File: src/rp_pkg.sv
// shared sample, bus and register map types and constants
package rp_pkg;

  //////////////////////
  // analog path
  //////////////////////

  localparam int unsigned N_CH = 2;        // ADC / DAC channel pairs

  typedef logic        [16-1:0] adc_raw_t;  // raw ADC word, two reserved LSBs
  typedef logic signed [14-1:0] sample_t;   // two's complement sample
  typedef logic signed [15-1:0] sum_t;      // gen + ctl, one guard bit
  typedef logic        [14-1:0] dac_code_t; // unsigned neg-slope DAC code

  //////////////////////
  // system bus
  //////////////////////

  typedef logic [32-1:0] sys_addr_t;
  typedef logic [32-1:0] sys_data_t;
  typedef logic [ 3-1:0] region_t;          // addr[22:20], 1 MiB regions
  typedef logic [20-1:0] sys_ofs_t;         // offset inside a region

  typedef logic [ 8-1:0] pdm_level_t;

  // housekeeping map
  localparam sys_data_t HK_ID       = 32'h5250_0001;
  localparam sys_ofs_t  REG_HK_ID   = 20'h00;
  localparam sys_ofs_t  REG_HK_LOOP = 20'h04;
  localparam sys_ofs_t  REG_HK_LED  = 20'h30;

  // pdm map, channel k at base + 4*k
  localparam sys_ofs_t  REG_PDM_BASE = 20'h20;

endpackage : rp_pkg

File: src/sys_bus_if.sv
// system bus interface, master and slave modports
`timescale 1ns/1ps

interface sys_bus_if;
  import rp_pkg::*;

  sys_addr_t addr;   // request address
  sys_data_t wdata;  // write data
  logic      wen;    // one-cycle write strobe
  logic      ren;    // one-cycle read strobe
  sys_data_t rdata;  // valid with ack
  logic      err;    // unmapped access
  logic      ack;    // one cycle after strobe

  modport master (output addr, wdata, wen, ren, input  rdata, err, ack);
  modport slave  (input  addr, wdata, wen, ren, output rdata, err, ack);

endinterface : sys_bus_if

File: src/sys_bus_decoder.sv
// bus region decoder: strobe gating, response mux and error answer
`timescale 1ns/1ps

module sys_bus_decoder #(
  parameter rp_pkg::region_t HK_REGION  = 3'd0,  // housekeeping
  parameter rp_pkg::region_t PDM_REGION = 3'd4   // pdm outputs
)(
  input  logic              adc_clk,
  input  logic              rst_i,
  input  rp_pkg::sys_addr_t sys_addr_i,
  input  rp_pkg::sys_data_t sys_wdata_i,
  input  logic              sys_wen_i,
  input  logic              sys_ren_i,
  output rp_pkg::sys_data_t sys_rdata_o,
  output logic              sys_err_o,
  output logic              sys_ack_o,
  sys_bus_if.master         hk_bus,
  sys_bus_if.master         pdm_bus
);
  import rp_pkg::*;

  region_t region;     // region of the current request
  region_t region_q;   // region of last cycle's request
  logic    hk_sel, pdm_sel;
  logic    err_ack_q;  // answer for unmapped regions

  assign region  = sys_addr_i[22:20];
  assign hk_sel  = (region == HK_REGION);
  assign pdm_sel = (region == PDM_REGION);

  ////////////////////
  // request side
  ////////////////////

  // addr and data go everywhere, strobes only to the addressed slave
  assign hk_bus.addr   = sys_addr_i;
  assign hk_bus.wdata  = sys_wdata_i;
  assign hk_bus.wen    = sys_wen_i & hk_sel;
  assign hk_bus.ren    = sys_ren_i & hk_sel;
  assign pdm_bus.addr  = sys_addr_i;
  assign pdm_bus.wdata = sys_wdata_i;
  assign pdm_bus.wen   = sys_wen_i & pdm_sel;
  assign pdm_bus.ren   = sys_ren_i & pdm_sel;

  always_ff @(posedge adc_clk)
  begin
    if (rst_i)
    begin
      region_q  <= '0;
      err_ack_q <= 1'b0;
    end
    else
    begin
      if (sys_wen_i | sys_ren_i)
        region_q <= region;  // held until the next request
      err_ack_q <= (sys_wen_i | sys_ren_i) & ~hk_sel & ~pdm_sel;
    end
  end

  ////////////////////
  // response side
  ////////////////////

  always_comb
  begin
    if (region_q == HK_REGION)
    begin
      sys_rdata_o = hk_bus.rdata;
      sys_err_o   = hk_bus.err;
      sys_ack_o   = hk_bus.ack;
    end
    else if (region_q == PDM_REGION)
    begin
      sys_rdata_o = pdm_bus.rdata;
      sys_err_o   = pdm_bus.err;
      sys_ack_o   = pdm_bus.ack;
    end
    else
    begin
      sys_rdata_o = '0;         // unmapped reads zero
      sys_err_o   = err_ack_q;
      sys_ack_o   = err_ack_q;
    end
  end

  // master never strobes both at once
  a_one_strobe: assert property (@(posedge adc_clk) disable iff (rst_i)
    !(sys_wen_i && sys_ren_i));

  // whichever slave answers, ack follows a request by exactly one cycle
  a_ack_after_req: assert property (@(posedge adc_clk) disable iff (rst_i)
    sys_ack_o |-> $past(sys_wen_i || sys_ren_i));

endmodule : sys_bus_decoder

File: src/adc_frontend.sv
// ADC input registers, neg-slope to two's complement, digital loop mux
`timescale 1ns/1ps

module adc_frontend (
  input  logic                                 adc_clk,
  input  logic                                 rst_i,
  input  rp_pkg::adc_raw_t [rp_pkg::N_CH-1:0] adc_dat_i,       // raw ADC words
  input  rp_pkg::sample_t  [rp_pkg::N_CH-1:0] sat_dat_i,       // saturated DAC values
  input  logic                                 digital_loop_i,
  output rp_pkg::sample_t  [rp_pkg::N_CH-1:0] adc_dat_o
);
  import rp_pkg::*;

  // raw code that converts to a zero sample
  localparam logic [14-1:0] RAW_ZERO = 14'h1fff;

  logic [N_CH-1:0] [14-1:0] adc_raw_q;

  for (genvar ch = 0; ch < N_CH; ch++)
  begin : g_ch
    // input register, lowest 2 bits reserved on the 16-bit ADC
    always_ff @(posedge adc_clk)
    begin
      if (rst_i)
        adc_raw_q[ch] <= RAW_ZERO;
      else
        adc_raw_q[ch] <= adc_dat_i[ch][16-1:2];
    end

    // neg-slope: keep msb, invert the rest
    assign adc_dat_o[ch] = digital_loop_i ? sat_dat_i[ch]
                                          : {adc_raw_q[ch][13], ~adc_raw_q[ch][12:0]};
  end

endmodule : adc_frontend

File: src/dac_backend.sv
// DAC sum of generator and controller, saturation, code conversion, output regs
`timescale 1ns/1ps

module dac_backend (
  input  logic                                  adc_clk,
  input  logic                                  rst_i,
  input  rp_pkg::sample_t   [rp_pkg::N_CH-1:0] gen_dat_i,  // generator samples
  input  rp_pkg::sample_t   [rp_pkg::N_CH-1:0] ctl_dat_i,  // controller samples
  output rp_pkg::sample_t   [rp_pkg::N_CH-1:0] sat_dat_o,  // combinational saturated sums
  output rp_pkg::dac_code_t [rp_pkg::N_CH-1:0] dac_dat_o,  // registered DAC codes
  output logic                                  dac_rst_o
);
  import rp_pkg::*;

  localparam dac_code_t DAC_ZERO = 14'h1fff;  // neg-slope code of 0

  sum_t [N_CH-1:0] sum;

  //////////////////////
  // sum and clamp
  //////////////////////

  for (genvar ch = 0; ch < N_CH; ch++)
  begin : g_ch
    sum_t sat_ext;  // saturated value at sum width

    // explicit sign extension to 15 bits
    assign sum[ch] = {gen_dat_i[ch][13], gen_dat_i[ch]}
                   + {ctl_dat_i[ch][13], ctl_dat_i[ch]};

    // clamp toward the sum's sign when the two top bits differ
    assign sat_dat_o[ch] = (sum[ch][14] ^ sum[ch][13])
                         ? {sum[ch][14], {13{~sum[ch][14]}}}
                         : sum[ch][13:0];

    assign sat_ext = {sat_dat_o[ch][13], sat_dat_o[ch]};

    // output register converts signed to neg-slope unsigned
    always_ff @(posedge adc_clk)
    begin
      if (rst_i)
        dac_dat_o[ch] <= DAC_ZERO;
      else
        dac_dat_o[ch] <= {sat_dat_o[ch][13], ~sat_dat_o[ch][12:0]};
    end

    // a clamp keeps the sign of the true sum and never grows its magnitude
    a_sat_sign: assert property (@(posedge adc_clk) disable iff (rst_i)
      sum[ch][14] ? (sat_ext[14] && sat_ext >= sum[ch])
                  : (!sat_ext[14] && sat_ext <= sum[ch]));
  end

  //////////////////////
  // DAC reset
  //////////////////////

  // stretched by one cycle past the system reset
  always_ff @(posedge adc_clk)
  begin
    dac_rst_o <= rst_i;
  end

endmodule : dac_backend

File: src/hk_regs.sv
// housekeeping registers: ID, digital loop bit and LEDs
`timescale 1ns/1ps

module hk_regs (
  input  logic          adc_clk,
  input  logic          rst_i,
  sys_bus_if.slave      bus,
  output logic          digital_loop_o,  // ADC path replaced by DAC values
  output logic [8-1:0]  led_o
);
  import rp_pkg::*;

  sys_ofs_t  ofs;
  sys_data_t rd_val;

  assign ofs = bus.addr[19:0];

  ////////////////////
  // writes
  ////////////////////

  always_ff @(posedge adc_clk)
  begin
    if (rst_i)
    begin
      digital_loop_o <= 1'b0;
      led_o          <= '0;
    end
    else if (bus.wen)
    begin
      // ID is read only, unknown offsets dropped
      if (ofs == REG_HK_LOOP)
        digital_loop_o <= bus.wdata[0];
      if (ofs == REG_HK_LED)
        led_o <= bus.wdata[7:0];
    end
  end

  ////////////////////
  // reads
  ////////////////////

  always_comb
  begin
    case (ofs)
      REG_HK_ID:   rd_val = HK_ID;
      REG_HK_LOOP: rd_val = {31'h0, digital_loop_o};
      REG_HK_LED:  rd_val = {24'h0, led_o};
      default:     rd_val = '0;   // holes read zero
    endcase
  end

  always_ff @(posedge adc_clk)
  begin
    if (bus.ren)
      bus.rdata <= rd_val;  // only looked at with ack
  end

  always_ff @(posedge adc_clk)
  begin
    if (rst_i)
      bus.ack <= 1'b0;
    else
      bus.ack <= bus.wen | bus.ren;
  end

  assign bus.err = 1'b0;  // every offset is legal here

endmodule : hk_regs

File: src/pdm_gen.sv
// PDM level registers and first-order sigma-delta modulators
`timescale 1ns/1ps

module pdm_gen #(
  parameter int unsigned N_PDM = 4  // number of outputs
)(
  input  logic             adc_clk,
  input  logic             rst_i,
  sys_bus_if.slave         bus,
  output logic [N_PDM-1:0] pdm_o
);
  import rp_pkg::*;

  pdm_level_t level_q [N_PDM];
  sys_ofs_t   ofs;
  sys_data_t  rd_val;

  assign ofs = bus.addr[19:0];

  ////////////////////
  // level registers
  ////////////////////

  always_ff @(posedge adc_clk)
  begin
    if (rst_i)
    begin
      for (int k = 0; k < N_PDM; k++)
        level_q[k] <= '0;
    end
    else if (bus.wen)
    begin
      for (int k = 0; k < N_PDM; k++)
        if (ofs == REG_PDM_BASE + sys_ofs_t'(4 * k))
          level_q[k] <= bus.wdata[7:0];
    end
  end

  always_comb
  begin
    rd_val = '0;  // no match reads zero
    for (int k = 0; k < N_PDM; k++)
      if (ofs == REG_PDM_BASE + sys_ofs_t'(4 * k))
        rd_val = {24'h0, level_q[k]};
  end

  always_ff @(posedge adc_clk)
  begin
    if (bus.ren)
      bus.rdata <= rd_val;
  end

  always_ff @(posedge adc_clk)
  begin
    if (rst_i)
      bus.ack <= 1'b0;
    else
      bus.ack <= bus.wen | bus.ren;
  end

  assign bus.err = 1'b0;

  ////////////////////
  // modulators
  ////////////////////

  for (genvar k = 0; k < N_PDM; k++)
  begin : g_mod
    logic [8-1:0] acc_q;    // phase accumulator
    logic [9-1:0] acc_nxt;  // msb is the carry
    logic         pdm_q;

    assign acc_nxt = {1'b0, acc_q} + {1'b0, level_q[k]};

    // carry rate = level/256, exact over any 256 cycles
    always_ff @(posedge adc_clk)
    begin
      if (rst_i)
      begin
        acc_q <= '0;
        pdm_q <= 1'b0;
      end
      else
      begin
        acc_q <= acc_nxt[7:0];
        pdm_q <= acc_nxt[8];
      end
    end

    assign pdm_o[k] = pdm_q;
  end

  // one request at a time means no back-to-back acks
  a_ack_single: assert property (@(posedge adc_clk) disable iff (rst_i)
    bus.ack |=> !bus.ack);

endmodule : pdm_gen

File: src/analog_top.sv
// analog top: ADC front end, DAC back end, bus decoder, housekeeping and PDM
`timescale 1ns/1ps

module analog_top #(
  parameter rp_pkg::region_t HK_REGION  = 3'd0,
  parameter rp_pkg::region_t PDM_REGION = 3'd4,
  parameter int unsigned     N_PDM      = 4
)(
  input  logic                                  adc_clk,
  input  logic                                  rst_i,
  // ADC
  input  rp_pkg::adc_raw_t  [rp_pkg::N_CH-1:0] adc_dat_i,
  output rp_pkg::sample_t   [rp_pkg::N_CH-1:0] adc_dat_o,
  // generator and controller samples
  input  rp_pkg::sample_t   [rp_pkg::N_CH-1:0] gen_dat_i,
  input  rp_pkg::sample_t   [rp_pkg::N_CH-1:0] ctl_dat_i,
  // DAC
  output rp_pkg::dac_code_t [rp_pkg::N_CH-1:0] dac_dat_o,
  output logic                                  dac_rst_o,
  // slow outputs
  output logic [N_PDM-1:0]                      pdm_o,
  output logic [8-1:0]                          led_o,
  // system bus
  input  rp_pkg::sys_addr_t                     sys_addr_i,
  input  rp_pkg::sys_data_t                     sys_wdata_i,
  input  logic                                  sys_wen_i,
  input  logic                                  sys_ren_i,
  output rp_pkg::sys_data_t                     sys_rdata_o,
  output logic                                  sys_err_o,
  output logic                                  sys_ack_o
);
  import rp_pkg::*;

  sample_t [N_CH-1:0] sat_dat;       // saturated sums for the loop
  logic               digital_loop;

  sys_bus_if hk_bus  ();
  sys_bus_if pdm_bus ();

  ////////////////////
  // signal path
  ////////////////////

  adc_frontend i_adc (
    .adc_clk        (adc_clk     ),
    .rst_i          (rst_i       ),
    .adc_dat_i      (adc_dat_i   ),
    .sat_dat_i      (sat_dat     ),
    .digital_loop_i (digital_loop),
    .adc_dat_o      (adc_dat_o   )
  );

  dac_backend i_dac (
    .adc_clk   (adc_clk  ),
    .rst_i     (rst_i    ),
    .gen_dat_i (gen_dat_i),
    .ctl_dat_i (ctl_dat_i),
    .sat_dat_o (sat_dat  ),
    .dac_dat_o (dac_dat_o),
    .dac_rst_o (dac_rst_o)
  );

  ////////////////////
  // register bus
  ////////////////////

  sys_bus_decoder #(
    .HK_REGION  (HK_REGION ),
    .PDM_REGION (PDM_REGION)
  ) i_dec (
    .adc_clk     (adc_clk    ),
    .rst_i       (rst_i      ),
    .sys_addr_i  (sys_addr_i ),
    .sys_wdata_i (sys_wdata_i),
    .sys_wen_i   (sys_wen_i  ),
    .sys_ren_i   (sys_ren_i  ),
    .sys_rdata_o (sys_rdata_o),
    .sys_err_o   (sys_err_o  ),
    .sys_ack_o   (sys_ack_o  ),
    .hk_bus      (hk_bus     ),
    .pdm_bus     (pdm_bus    )
  );

  hk_regs i_hk (
    .adc_clk        (adc_clk     ),
    .rst_i          (rst_i       ),
    .bus            (hk_bus      ),
    .digital_loop_o (digital_loop),
    .led_o          (led_o       )
  );

  pdm_gen #(
    .N_PDM (N_PDM)
  ) i_pdm (
    .adc_clk (adc_clk),
    .rst_i   (rst_i  ),
    .bus     (pdm_bus),
    .pdm_o   (pdm_o  )
  );

endmodule : analog_top

File: config.mk
export PLATFORM = sky130hd
export DESIGN_NAME = analog_top
export DESIGN_NICKNAME = d
export VERILOG_FILES = /design/src/rp_pkg.sv /design/src/sys_bus_if.sv /design/src/sys_bus_decoder.sv /design/src/adc_frontend.sv /design/src/dac_backend.sv /design/src/hk_regs.sv /design/src/pdm_gen.sv /design/src/analog_top.sv
export SDC_FILE = /design/constraint.sdc
export NUM_CORES = 1
export LEC_CHECK = 0
export BUFFER_PORTS_ARGS = -buffer_cell sky130_fd_sc_hd__buf_2
export CORE_MARGIN = 8
export CORE_UTILIZATION = 55
export CTS_CLUSTER_DIAMETER = 80
export DETAILED_ROUTE_END_ITERATION = 8
export PLACE_DENSITY_LB_ADDON = 0.25
export SYNTH_ARGS = -nofsm -noshare
export SYNTH_HDL_FRONTEND = slang
export SYNTH_SLANG_ARGS = --single-unit
File: constraint.sdc
create_clock -name adc_clk -period 5.1 [get_ports adc_clk]
set_input_delay 0.255 -clock adc_clk [delete_from_list [all_inputs] [get_ports adc_clk]]
set_output_delay 0.255 -clock adc_clk [all_outputs]
set_load 0.02 [all_outputs]
Yosys cells after proc, flatten, opt, wreduce, memory -nomap -nowiden
Memories as Yosys holds them, arrays and structs flattened.
Cells that the tools add are included.
Widths: inputs -> output; s select.
{ "word_totals": {"reg_bits": 172, "ram_bits": 32, "input_bits": 156, "out_inout_bits": 103, "elab_cells": 103, "mem_count": 1} }
{ "memory_table": {"columns": ["name", "words", "width", "rd", "rd_clocked_by_memory_dff", "wr", "line", "source"], "rows": [
  ["i_pdm.level_q", 4, 8, 4, 0, 4, "pdm_gen.sv:14", "pdm_level_t level_q [N_PDM];"]
]} }
{ "classes": {"n_addsub": 6, "eq_ne": 8, "n_mux": 37, "bitwise": 23, "reduce_logical": 6} }
{ "op_table": {"columns": ["op", "count"], "rows": [
  ["$eq 20x6->1 const B", 5],
  ["$pmux 31 s3", 1],
  ["$mux 32", 2],
  ["$mux 8", 8],
  ["$mux 14", 4],
  ["$not 13->13", 4],
  ["$add 8x8->9", 4],
  ["$add 14x14->15", 2],
  ["$mux 1", 22],
  ["$eq 20x3->1 const B", 1],
  ["$logic_not 20->1", 1],
  ["$or 1x1->1", 7],
  ["$and 1x1->1", 6],
  ["$eq 3x3->1 const B", 2],
  ["$logic_not 3->1", 2],
  ["$not 1->1", 4],
  ["$reduce_and 2->1", 2],
  ["$reduce_or 3->1", 1],
  ["$xor 1x1->1", 2]
]} }

Depth between registers and ports, before layout
Gate-level depths: netlist of the first run.
{ "depth": {"depth_word": 6, "ltp_mapped": 10, "depth_no_buf": 10} }

Modules after synthesis
Synthesis of the first run repeated with hierarchy kept, for this count alone.
{ "hier_totals": {"hier_cells": 1097, "hier_area_um2": 10388.7} }
{ "by_module_without_submodules": {"columns": ["module", "n_inst", "cells_per_inst", "area_each_um2"], "rows": [
  ["pdm_gen", 1, 374, 4235.3],
  ["dac_backend", 1, 272, 2312.2],
  ["sys_bus_decoder", 1, 228, 1699.1],
  ["adc_frontend", 1, 118, 1084.8],
  ["hk_regs", 1, 105, 1057.3]
]} }

Worst setup path after synthesis of the first run
No wires, ideal clock.
{ "synth_timing": {"kind": "input port to output port", "start": "input port gen_dat_i[20] (netlist name)", "end": "output port adc_dat_o[19] (netlist name)", "arrival_ns": 2.268, "t_required_ns": 4.845, "setup_slack_ns": 2.577, "stages": 9, "path_cell_list": "ha_1 > a21oi_2 > o21ai_1 > or3_1 > o221a_4 > nor3_4 > buf_6 > nor2_1 > o22ai_1"} }
{ "synth_lines": {"columns": ["element", "line", "source"], "rows": [
  ["start, declared", "analog_top.sv:15", "input rp_pkg::sample_t [rp_pkg::N_CH-1:0] gen_dat_i,"],
  ["end, declared", "analog_top.sv:13", "output rp_pkg::sample_t [rp_pkg::N_CH-1:0] adc_dat_o,"]
]} }

==> results.md, run 1 <==
- Status: complete, no violations
- Clock power frac: 32.4%
- Sequential share of power: 39.6%
- Max VDD drop: 0.326 mV
- Num CTS Buffers: 17
- Core area: 15000 sq um
- Utilization after layout: 66.7%
- CTS tree: done
- Synthesized instance count: 844
- Fin crit share: 59.7%
- Fin. max-slew vios: 0
- # DRC: 0
- DR vias: 6650
- Critical Path Sink Type: output port
- Switch share: 32.6%
- Synthesized area: 8350 sq um
- Antenna violations before repair: 0
- Least-Margin Pin Slew: 0.775 ns
- Post-Synth XOR/XNOR Area: 4.41%
- GRT overflow: 0
- RSZ-0062 raised after global routing: false
- Post-CTS setup buffer count: 0
- CTS max path bufs: 2
- Layout net count: 1264
- IO buf count: 202
- Sink Count: 157
- GPL Wtd Cong: 0.887
- Post-synthesis sequential area ratio: 43.5%
- Mux contribution to synthesized area: 4.45%
- Total number of yosys warnings: 0
- Critical path required time: 4.85 ns
- Largest net degree at the start of global routing: 61
- Endpoints failing hold: 0
- Worst EP arrival: 2.79 ns
- Setup crit start kind: input pin
- Combinational power share: 28.0%
- Top-area cell type share of the netlist area: 25.9%
- Die area: 19400 sq um
- Antenna diodes: 0
- Skew-Pair Late Insertion Delay: 0.43 ns
- Starting DRC count in detailed routing: 566
- Compound-Gate Fraction of Synth Area: 12.8%
- Hold Path Class: input pin to flop
- Layout cells sized above 1: 26.7%
- Leading area contributor after synthesis: dfxtp_1
- Post-DP HPWL: 15.7 mm
- Post-Synth Adder-Cell Area: 10.6%
- Max-Cap Viols: 0
- Largest family of logic cells by synthesized area: simple AND/OR/NAND/NOR gates
- Slew HR: 48.2%
- Wire length per cell: 16.4 um
- Clock Skews: 0.00519 ns
- Overall Power: 0.00379 W
- Global-route total usage across every layer: 21.5%
- Routed Antenna Nets: 0
- Final setup violation count: 0
- CTS clk-pin slew, worst paths: 0.06 ns
- Post-layout minimum cycle time: 3.04 ns
- WS Path Type: input pin to output port
- Syn_area_per_cell: 9.89 sq um
- Most common flop cell mapped by yosys: dfxtp_1
- Seq. cell area: 3630 sq um
- Vias/cell: 5.35
- Initial core utilization: 55.5%
- H-tree Lvls: 4
- Peak fanout along the critical path: 18
- Internal power: 0.00255 W
- Fill cell count: 1226
- Area contributors post-synth: dfxtp_1, edfxtp_1, ha_1
- Flops & latches, synth: 157
- Drt pass-1 iters: 5
- Simple-Gate Fraction of Synth Area: 19.5%
- I/O pin count: 259
- Net Sw Power: 0.00124 W
- FP Rows: 45
- Vias in the first global route: 6722
- PwrDens: 378 nW/um^2
- Root Driver: clkbuf_16
- Footprint of the multi-input gates: 4380 sq um
- Area grow syn2layout: 20.1%
- Pleak: 4.59 nW
- Setup_tns: 0 ns
- Netlist cell types: 69
- Die width: 139 um
- First-pass GRT wire length: 33.7 mm
- Post-synth EDFFs: 49
- Post-Route WL: 20.4 mm
- Asr flop ratio synth: 0%
- Max Freq: 329 MHz
- Chip height: 139 um
-- layer usage --
metal  vias up  track usage, %  part of all wire, %
li1       3327               -                    -
met1      3024            25.5                   42
met2       258            36.4                   49
met3        41            5.20                  6.9
met4         0            9.65                  2.5
met5         -               0                    0
-- power by group through the flow --
stage                     Combinational [W]  Clock (W)  Sequential, W
after floorplan                    0.000777          0        0.00156
final                               0.00106    0.00123        0.00150
after global placement              0.00103          0        0.00153
after detailed placement            0.00105          0        0.00153
after CTS                           0.00106    0.00125        0.00150
after global routing                0.00119    0.00130        0.00152
-- placed cells by master, fill, tap and decap left out, types with 10 or more instances in the layout --
cell type / n
and2_1: 43
or2_2: 28
ha_1: 60
a21o_1: 27
buf_2: 201
edfxtp_1: 49
nand3_1: 11
o22ai_1: 14
nand2b_1: 13
mux2i_1: 36
nand2_1: 31
inv_1: 20
conb_1: 19
dfxtp_1: 108
nor2b_1: 26
dlygate4sd3_1: 10
nor3_1: 16
xor2_1: 20
or2_1: 13
o21ai_0: 26
clkbuf_16: 17
nor2_1: 90
a21oi_1: 49
xnor2_1: 22
-- cell usage after synthesis, drive strengths merged, types with 15 or more instances --
master and instances:
dfxtp 108, nor2 90, ha 60, a21oi 51, edfxtp 49, and2 44, or2 41, mux2i 36
buf 35, nand2 31, a21o 28, o21ai 28, nor2b 27, xnor2 22, inv 20, xor2 20
clkbuf 18, nor3 18, o22ai 15
-- kinds of logic after synthesis --
logic type / count (synthesis)
AO/OA/AOI/OAI: 163
XOR/XNOR: 42
adder cells (fa/ha/maj): 67
buffers and inverters: 73
flip-flops: 157
multiplexers: 37
other: 1
AND/OR/NAND/NOR: 304
-- cell type report --
| cell class | instances | area share, % |
|---|---|---|
| Sequential cell | 157 | 36.2 |
| Clock buffer | 17 | 4.24 |
| Clock inverter | 15 | 1.45 |
| Inverter | 20 | 0.749 |
| Timing Repair Buffer | 214 | 11.3 |
| Multi-Input combinational cell | 632 | 43.7 |
| Tap cell | 188 | 2.35 |
-- worst max-delay path, stage by stage --
cell and delay (ns):
buf_2 0.10, ha_1 0.37, a21oi_2 0.18, o21ai_1 0.15
or3_1 0.34, o221a_4 0.24, nor3_4 0.57, a21oi_1 0.17
mux2i_1 0.21, buf_2 0.20
-- metrics by stage --
| step | worst slack [ns] | instance area (sq um) | std cells | hold WS, ns |
|---|---|---|---|---|
| after floorplan | 2.58 | 8410 | 862 | 0.283 |
| after global placement | 2.10 | 9350 | 1201 | 0.438 |
| after detailed placement | 2.08 | 9350 | 1201 | 0.441 |
| after CTS | 2.08 | 10000 | 1243 | 0.000620 |
| after global routing | 1.76 | 10000 | 1243 | 0.00720 |
| final | 2.06 | 10000 | 1243 | 0.0140 |
-- path summary, 6_finish.rpt --
check,from,to,slack (ns),cells after the start
hold reg to reg,i_dec.region_q[0],i_dec.region_q[0],0.47,2
setup reg to reg,i_pdm.level_q[0][17],i_pdm.g_mod[2].acc_q[7],2.91,8
setup / recovery,gen_dat_i[20],adc_dat_o[24],2.06,10
hold / removal,adc_dat_i[9],i_adc.adc_raw_q[7],0.01,2
-- registers in the layout, indices dropped and copies added (netlist names), 3 cells and up --
signal,cells
i_adc.adc_raw_q,28
i_pdm.level_q,32
i_pdm.g_mod.pdm_q,4
i_hk.led_o,8
i_pdm.bus.rdata,8
i_pdm.g_mod.acc_q,32
i_hk.bus.rdata,9
i_dac.dac_dat_o,28
i_dec.region_q,3
-- timing repair --
| action | CTS | global route |
|---|---|---|
| hold buffers | 10 | 0 |
| hold endpoints to repair | 10 | 0 |
| resized for setup | 0 | 0 |
| endpoints found under the setup margin | 0 | 0 |
Note: power is estimated with default switching activity, not from simulation.
==> inputs of run 2 (changes only) <==
--- a/config.mk
+++ b/config.mk
@@ -5,9 +5,10 @@
 export SDC_FILE = /design/constraint.sdc
 export NUM_CORES = 1
 export LEC_CHECK = 0
+export ABC_AREA = 1
 export BUFFER_PORTS_ARGS = -buffer_cell sky130_fd_sc_hd__buf_2
 export CORE_MARGIN = 8
-export CORE_UTILIZATION = 55
+export CORE_UTILIZATION = 53
 export CTS_CLUSTER_DIAMETER = 80
 export DETAILED_ROUTE_END_ITERATION = 8
 export PLACE_DENSITY_LB_ADDON = 0.25
==> constraint.sdc (replaced) <==
create_clock -name adc_clk -period 2.8 [get_ports adc_clk]
set_input_delay 0.14 -clock adc_clk [delete_from_list [all_inputs] [get_ports adc_clk]]
set_output_delay 0.14 -clock adc_clk [all_outputs]
set_load 0.02 [all_outputs]
==> results.md, run 2 <==
- Clock power frac: 33.9% (+1.5 points)
- Internal power: 0.00444 W (+74%)
- GRT overflow: 0 (unchanged)
- Synthesized instance count: 1126 (+33%)
- Area contributors post-synth: dfxtp_1, edfxtp_1, nand2_1
- Final setup violation count: 0 (unchanged)
- Core area: 16400 sq um (+9.1%)
- Net Sw Power: 0.00216 W (+74%)
- Clock Skews: 0.00588 ns (+0.000691 ns)
- First-pass GRT wire length: 37.3 mm (+11%)
- Setup crit start kind: input pin
- Leading cell types by count after synthesis: nand2_1, nor2_1, inv_1, a21oi_1, dfxtp_1
- Post-layout minimum cycle time: 2.43 ns
- Fin. max-slew vios: 0 (unchanged)
- Top-area cell type share of the netlist area: 24.5% (-1.4 points)
- CTS max path bufs: 2 (unchanged)
- Sequential share of power: 40.3% (+0.7 points)
- CTS tree: done
- # DRC: 0 (unchanged)
- Routed Antenna Nets: 0 (unchanged)
- Post-synth EDFFs: 49 (unchanged)
- CTS Hold Bufs: 31 (+21)
- H-tree Lvls: 4 (unchanged)
- Flops & latches, synth: 157 (unchanged)
- Largest net degree at the start of global routing: 46 (-25%)
- WS Path Type: input pin to output port
- Fin crit share: 86.9%
- Critical path required time: 2.66 ns (-2.19 ns)
- Die width: 145 um (+4.1%)
- Pleak: 5.47 nW (+19%)
- Max Freq: 411 MHz
- Hold Path Class: input pin to flop
- Post-CTS Resized: 0 (unchanged)
- CTS clk-pin slew, worst paths: 0.07 ns (about the same)
- Commonest non-fill, non-tap cell in the layout: buf_2
- Asr flop ratio synth: 0% (unchanged)
- Area grow syn2layout: 22.4%
- Sink Count: 157 (unchanged)
- GPL Wtd Cong: 0.911 (+2.7%)
- Most common flop cell mapped by yosys: dfxtp_1
- Slew HR: 41.5% (-6.8 points)
- Global-route total usage across every layer: 21.5% (-0.025 points)
- Finished Layout Cells: 1592 (+28%)
- Count leader, synth: nand2_1
- Placed instance count: 1528 (+27%)
- Worst EP arrival: 2.29 ns (-0.50 ns)
- Setup_tns: 0 ns (unchanged)
- Layout cells sized above 1: 22.1% (-4.6 points)
- Post-synthesis sequential area ratio: 41.2% (-2.3 points)
- Starting DRC count in detailed routing: 451 (-20%)
- Total number of yosys warnings: 0 (unchanged)
- Netlist cell types: 40 (-42%)
- Chip height: 145 um (+4.1%)
- Post-CTS setup buffer count: 0 (unchanged)
- Drt pass-1 iters: 5 (unchanged)
- Max-Cap Viols: 0 (unchanged)
- Skew-Pair Late Insertion Delay: 0.43 ns (about the same)
- Initial core utilization: 53.7% (-1.8 points)
- Combinational power share: 25.8% (-2.2 points)
- Num CTS Buffers: 17 (unchanged)
- Critical Path Sink Type: output port
- Endpoints failing hold: 0 (unchanged)
- Commonest non-fill, non-tap cells in the layout: buf_2, nand2_1, nor2_1, inv_1
- Root Driver: clkbuf_16
- Leading area contributor after synthesis: dfxtp_1
- Post-DP HPWL: 17.5 mm (+11%)
- FP Rows: 47 (+4.4%)
- Wire length per cell: 14.4 um (-12%)
- PwrDens: 612 nW/um^2 (+62%)
- Peak fanout along the critical path: 7 (-11)
- Post-Route WL: 23.0 mm (+12%)
- Least-Margin Pin Slew: 0.873 ns (+0.0976 ns)
- I/O pin count: 259 (unchanged)
- Antenna violations before repair: 1 (+1)
- Vias in the first global route: 7761 (+15%)
- Biggest regs: i_pdm.g_mod.acc_q x32, i_pdm.level_q x32
- Max VDD drop: 0.450 mV (+38%)
- RSZ-0062 raised after global routing: false
- Syn_area_per_cell: 7.83 sq um (-21%)
- Synthesized area: 8810 sq um (+5.6%)
- Die area: 21000 sq um (+8.5%)
- DR vias: 8014 (+21%)
- Fill cell count: 1425 (+16%)
- Status: complete, no violations
- Vias/cell: 5.03 (-5.9%)
- IO buf count: 202 (unchanged)
- Switch share: 32.7% (+0.037 points)
- Layout net count: 1580 (+25%)
run 2: stage by stage:
step	setup WS, ns	hold slack [ns]	util (%)	cell area (sq um)	power (W)
after floorplan	0.778	0.168	-	8880	0.00394
after global routing	0.174	0.0572	65.8	10800	0.00696
final	0.367	0.0503	65.8	10800	0.00660
after global placement	0.384	0.321	60.4	9910	0.00432
after detailed placement	0.378	0.325	60.4	9910	0.00436
after CTS	0.370	0.0429	65.7	10800	0.00662
run 2: cell families (layout without fill, tap and decap cells):
kind of cell             Yosys count  in the layout  synth area share (%)
adder cells (fa/ha/maj)           66             66                  9.88
flip-flops                       157            157                  41.2
buffers and inverters            204            431                  10.4
other                              1             20                0.0425
XOR/XNOR                          16             16                  1.59
AND/OR/NAND/NOR                  463            463                  23.1
AO/OA/AOI/OAI                    219            219                  13.7
run 2: per-layer routing:
| layer | vias up | track usage (%) | wire [um] |
|---|---|---|---|
| met4 | 0 | 7.79 | 590 |
| met5 | - | 0 | 0 |
| li1 | 4098 | - | - |
| met1 | 3638 | 24.5 | 9490 |
| met2 | 237 | 38.3 | 11600 |
| met3 | 41 | 5.16 | 1310 |
run 2: power by group through the flow:
stage / sequential (W) / combinational [W] / clock (W)
after floorplan: 0.00278 / 0.00116 / 0
final: 0.00266 / 0.00170 / 0.00224
after CTS: 0.00266 / 0.00170 / 0.00226
after global routing: 0.00268 / 0.00192 / 0.00237
after detailed placement: 0.00271 / 0.00165 / 0
after global placement: 0.00270 / 0.00162 / 0
run 2: final cells by class:
type	instances	area (sq um)	area share, %
inverters	156	586	5.43
clock inverters	15	140	1.30
multi-input cells	783	4330	40.1
flip-flops and latches	157	3630	33.7
diodes	1	2.50	0.0232
clock buffers	17	425	3.94
well taps	220	275	2.55
repair buffers	243	1400	12.9
run 2: worst max-delay path, stage by stage:
cell and delay (ns):
buf_2 0.10, ha_1 0.22, fa_1 0.41, nand2_1 0.08, nand2_1 0.06, nand3_1 0.06, nand2_1 0.09, nand2_1 0.11
nand2_1 0.05, nand2_1 0.05, nand2_1 0.10, a21oi_2 0.37, buf_4 0.22, a21oi_1 0.07, buf_2 0.16
run 2: final timing paths:
kind / start / end / slack, ns / cells past startpoint
worst min-delay path: ctl_dat_i[14] / i_dac.dac_dat_o[14] / 0.05 / 3
worst max register to register: i_pdm.level_q[0][24] / i_pdm.g_mod[3].acc_q[6] / 0.92 / 11
worst min register to register: i_dec.region_q[0] / i_dec.region_q[0] / 0.49 / 2
worst max-delay path: gen_dat_i[14] / adc_dat_o[26] / 0.37 / 15
==> inputs of run 3 (changes only) <==
--- a/config.mk
+++ b/config.mk
@@ -8,9 +8,11 @@
 export ABC_AREA = 1
 export BUFFER_PORTS_ARGS = -buffer_cell sky130_fd_sc_hd__buf_2
 export CORE_MARGIN = 8
-export CORE_UTILIZATION = 53
+export CORE_UTILIZATION = 54
+export CTS_BUF_LIST = sky130_fd_sc_hd__clkbuf_4 sky130_fd_sc_hd__clkbuf_8
 export CTS_CLUSTER_DIAMETER = 80
 export DETAILED_ROUTE_END_ITERATION = 8
+export GPL_ROUTABILITY_DRIVEN = 0
 export PLACE_DENSITY_LB_ADDON = 0.25
 export SYNTH_ARGS = -nofsm -noshare
 export SYNTH_HDL_FRONTEND = slang
==> results.md, run 3 (synthesis gave the netlist of run 2 again) <==
- Commonest non-fill, non-tap cells in the layout: buf_2, nand2_1, nor2_1, inv_1
- Chip height: 144 um (-0.83%)
- Vias in the first global route: 7500 (-3.4%)
- Max VDD drop: 0.384 mV (-15%)
- Antenna violations before repair: 1 (unchanged)
- # DRC: 0 (unchanged)
- R2r worst-path depth: 11 (unchanged)
- Initial core utilization: 55.3% (+1.6 points)
- Drt pass-1 iters: 5 (unchanged)
- Root Driver: clkbuf_8
- Endpoints failing hold: 0 (unchanged)
- Status: complete, no violations
- Starting DRC count in detailed routing: 552 (+22%)
- RSZ-0062 raised after global routing: false
- Die width: 144 um (-0.83%)
- Post-Route WL: 22.9 mm (-0.47%)
- PwrDens: 574 nW/um^2 (-6.2%)
- Final setup violation count: 0 (unchanged)
- Commonest non-fill, non-tap cell in the layout: buf_2
- Least-Margin Pin Slew: 0.869 ns (-0.00391 ns)
- Reg-to-reg critical path startpoint: i_pdm.level_q[0][0]
- Critical Path Sink Type: output port
- Overall Power: 0.00612 W (-7.3%)
- Setup crit end: adc_dat_o[3]
- GRT overflow: 0 (unchanged)
- Post-CTS setup buffer count: 0 (unchanged)
- Post-layout minimum cycle time: 2.43 ns (+0.000941 ns)
- Die area: 20700 sq um (-1.6%)
- Routed Antenna Nets: 0 (unchanged)
- Setup_tns: 0 ns (unchanged)
- FP Rows: 46 (-2.1%)
- Peak fanout along the critical path: 13 (+6)
- Sink Count: 157 (unchanged)
- Cell Chain, Critical Path: buf_2, ha_1, fa_1, nand2_1, nand2_1, nand3_1, nand2_1, nand2_1, nand2_1, nand2_1, nand2_1, a21oi_2, a21oi_1, buf_2
- Post-DP HPWL: 17.5 mm (about the same)
- Global-route total usage across every layer: 22.1% (+0.59 points)
- Clock Skews: 0.0113 ns (+0.00542 ns)
- Worst r2r dst: i_pdm.g_mod[0].acc_q[6]
- Pleak: 5.42 nW (-0.94%)
- CTS max path bufs: 2 (unchanged)
- Slew HR: 41.7% (+0.26 points)
- DR vias: 7959 (-0.69%)
- Internal reg-to-reg setup slack: 0.91 ns (about the same)
- Layout cells sized above 1: 22.0% (-0.064 points)
- Wire length per cell: 14.4 um (-0.47%)
- Num CTS Buffers: 17 (unchanged)
- Crit path from: gen_dat_i[0]
- I/O pin count: 259 (unchanged)
- Fin. max-slew vios: 0 (unchanged)
- Fin crit share: 86.9% (about the same)
- Largest net degree at the start of global routing: 46 (unchanged)
- IO buf count: 202 (unchanged)
- Hold Path Class: input pin to flop
- Worst EP arrival: 2.29 ns (about the same)
- Critical path required time: 2.66 ns (about the same)
- Layout net count: 1584 (+0.25%)
- Skew-Pair Late Insertion Delay: 0.47 ns (+0.04 ns)
- H-tree Lvls: 4 (unchanged)
- Max-Cap Viols: 0 (unchanged)
- Max Freq: 411 MHz (about the same)
- Biggest regs: i_pdm.g_mod.acc_q x32, i_pdm.level_q x32
- First-pass GRT wire length: 35.9 mm (-3.6%)
- Setup crit start kind: input pin
- Slowest-stage cell, CP: a21oi_2
- CTS tree: done
- Most used cell, CP: nand2_1
- CTS clk-pin slew, worst paths: 0.09 ns (+0.02 ns)
- Utilization after layout: 66.9% (+1.1 points)
- Vias/cell: 5.00 (-0.69%)
- CP peak stage delay: 0.45 ns (+0.04 ns)
- Core area: 15900 sq um (-2.8%)
- Area grow syn2layout: 21.0%
- WS Path Type: input pin to output port
run 3: area by class of cell:
| cell class | instances | area, sq um |
|---|---|---|
| repair buffers | 247 | 1440 |
| fillers | 1386 | 5280 |
| clock buffers | 18 | 248 |
| multi-input cells | 783 | 4330 |
| inverters | 156 | 586 |
| flip-flops and latches | 157 | 3630 |
| well taps | 216 | 270 |
| clock inverters | 14 | 158 |
| diodes | 1 | 2.50 |
run 3: metrics by stage:
stage / hold WS (ns) / instance area, sq um / worst slack (ns) / std cells
floorplan: 0.168 / 8880 / 0.778 / 1144
global placement: 0.322 / 9900 / 0.404 / 1524
detailed placement: 0.324 / 9900 / 0.383 / 1524
CTS: 0.00512 / 10700 / 0.387 / 1591
global route: 0.0266 / 10700 / 0.205 / 1592
finish: 0.0338 / 10700 / 0.366 / 1592
run 3: worst min path at each step:
stage / depth (start not counted) / startpoint / slack, ns / end
floorplan: 0 / rst_i / 0.17 / i_dac.dac_rst_o
global placement: 2 / adc_dat_i[26] / 0.32 / i_adc.adc_raw_q[22]
detailed placement: 2 / adc_dat_i[2] / 0.32 / i_adc.adc_raw_q[0]
CTS: 4 / sys_ren_i / 0.005 / i_dec.region_q[1]
global route: 4 / sys_ren_i / 0.03 / i_dec.region_q[1]
finish: 4 / sys_ren_i / 0.03 / i_dec.region_q[1]
run 3: worst max-delay path, delay by kind of cell:
family | cells | cell delay, ns
AO/OA/AOI/OAI | 2 | 0.63
adder cells (fa/ha/maj) | 2 | 0.62
buffers and inverters | 2 | 0.30
AND/OR/NAND/NOR | 8 | 0.59
run 3: power breakdown:
part	switching (W)	internal, W	total (W)
logic	0.00108	0.000631	0.00171
clock network	0.000919	0.000834	0.00175
registers	0.0000804	0.00257	0.00265
run 3: metal layers:
| metal | vias to the layer above | track usage (%) | routed length, um |
|---|---|---|---|
| li1 | 4113 | - | - |
| met1 | 3580 | 25.9 | 9580 |
| met2 | 215 | 37.8 | 11300 |
| met3 | 51 | 4.35 | 1240 |
| met4 | 0 | 11.2 | 755 |
| met5 | - | 0 | 0 |
run 3: what timing repair did:
item                                    4_1_cts  5_1_grt
endpoints found under the setup margin        0        0
hold buffers                                 35        0
resized for setup                             0        0
hold endpoints to repair                     36        0
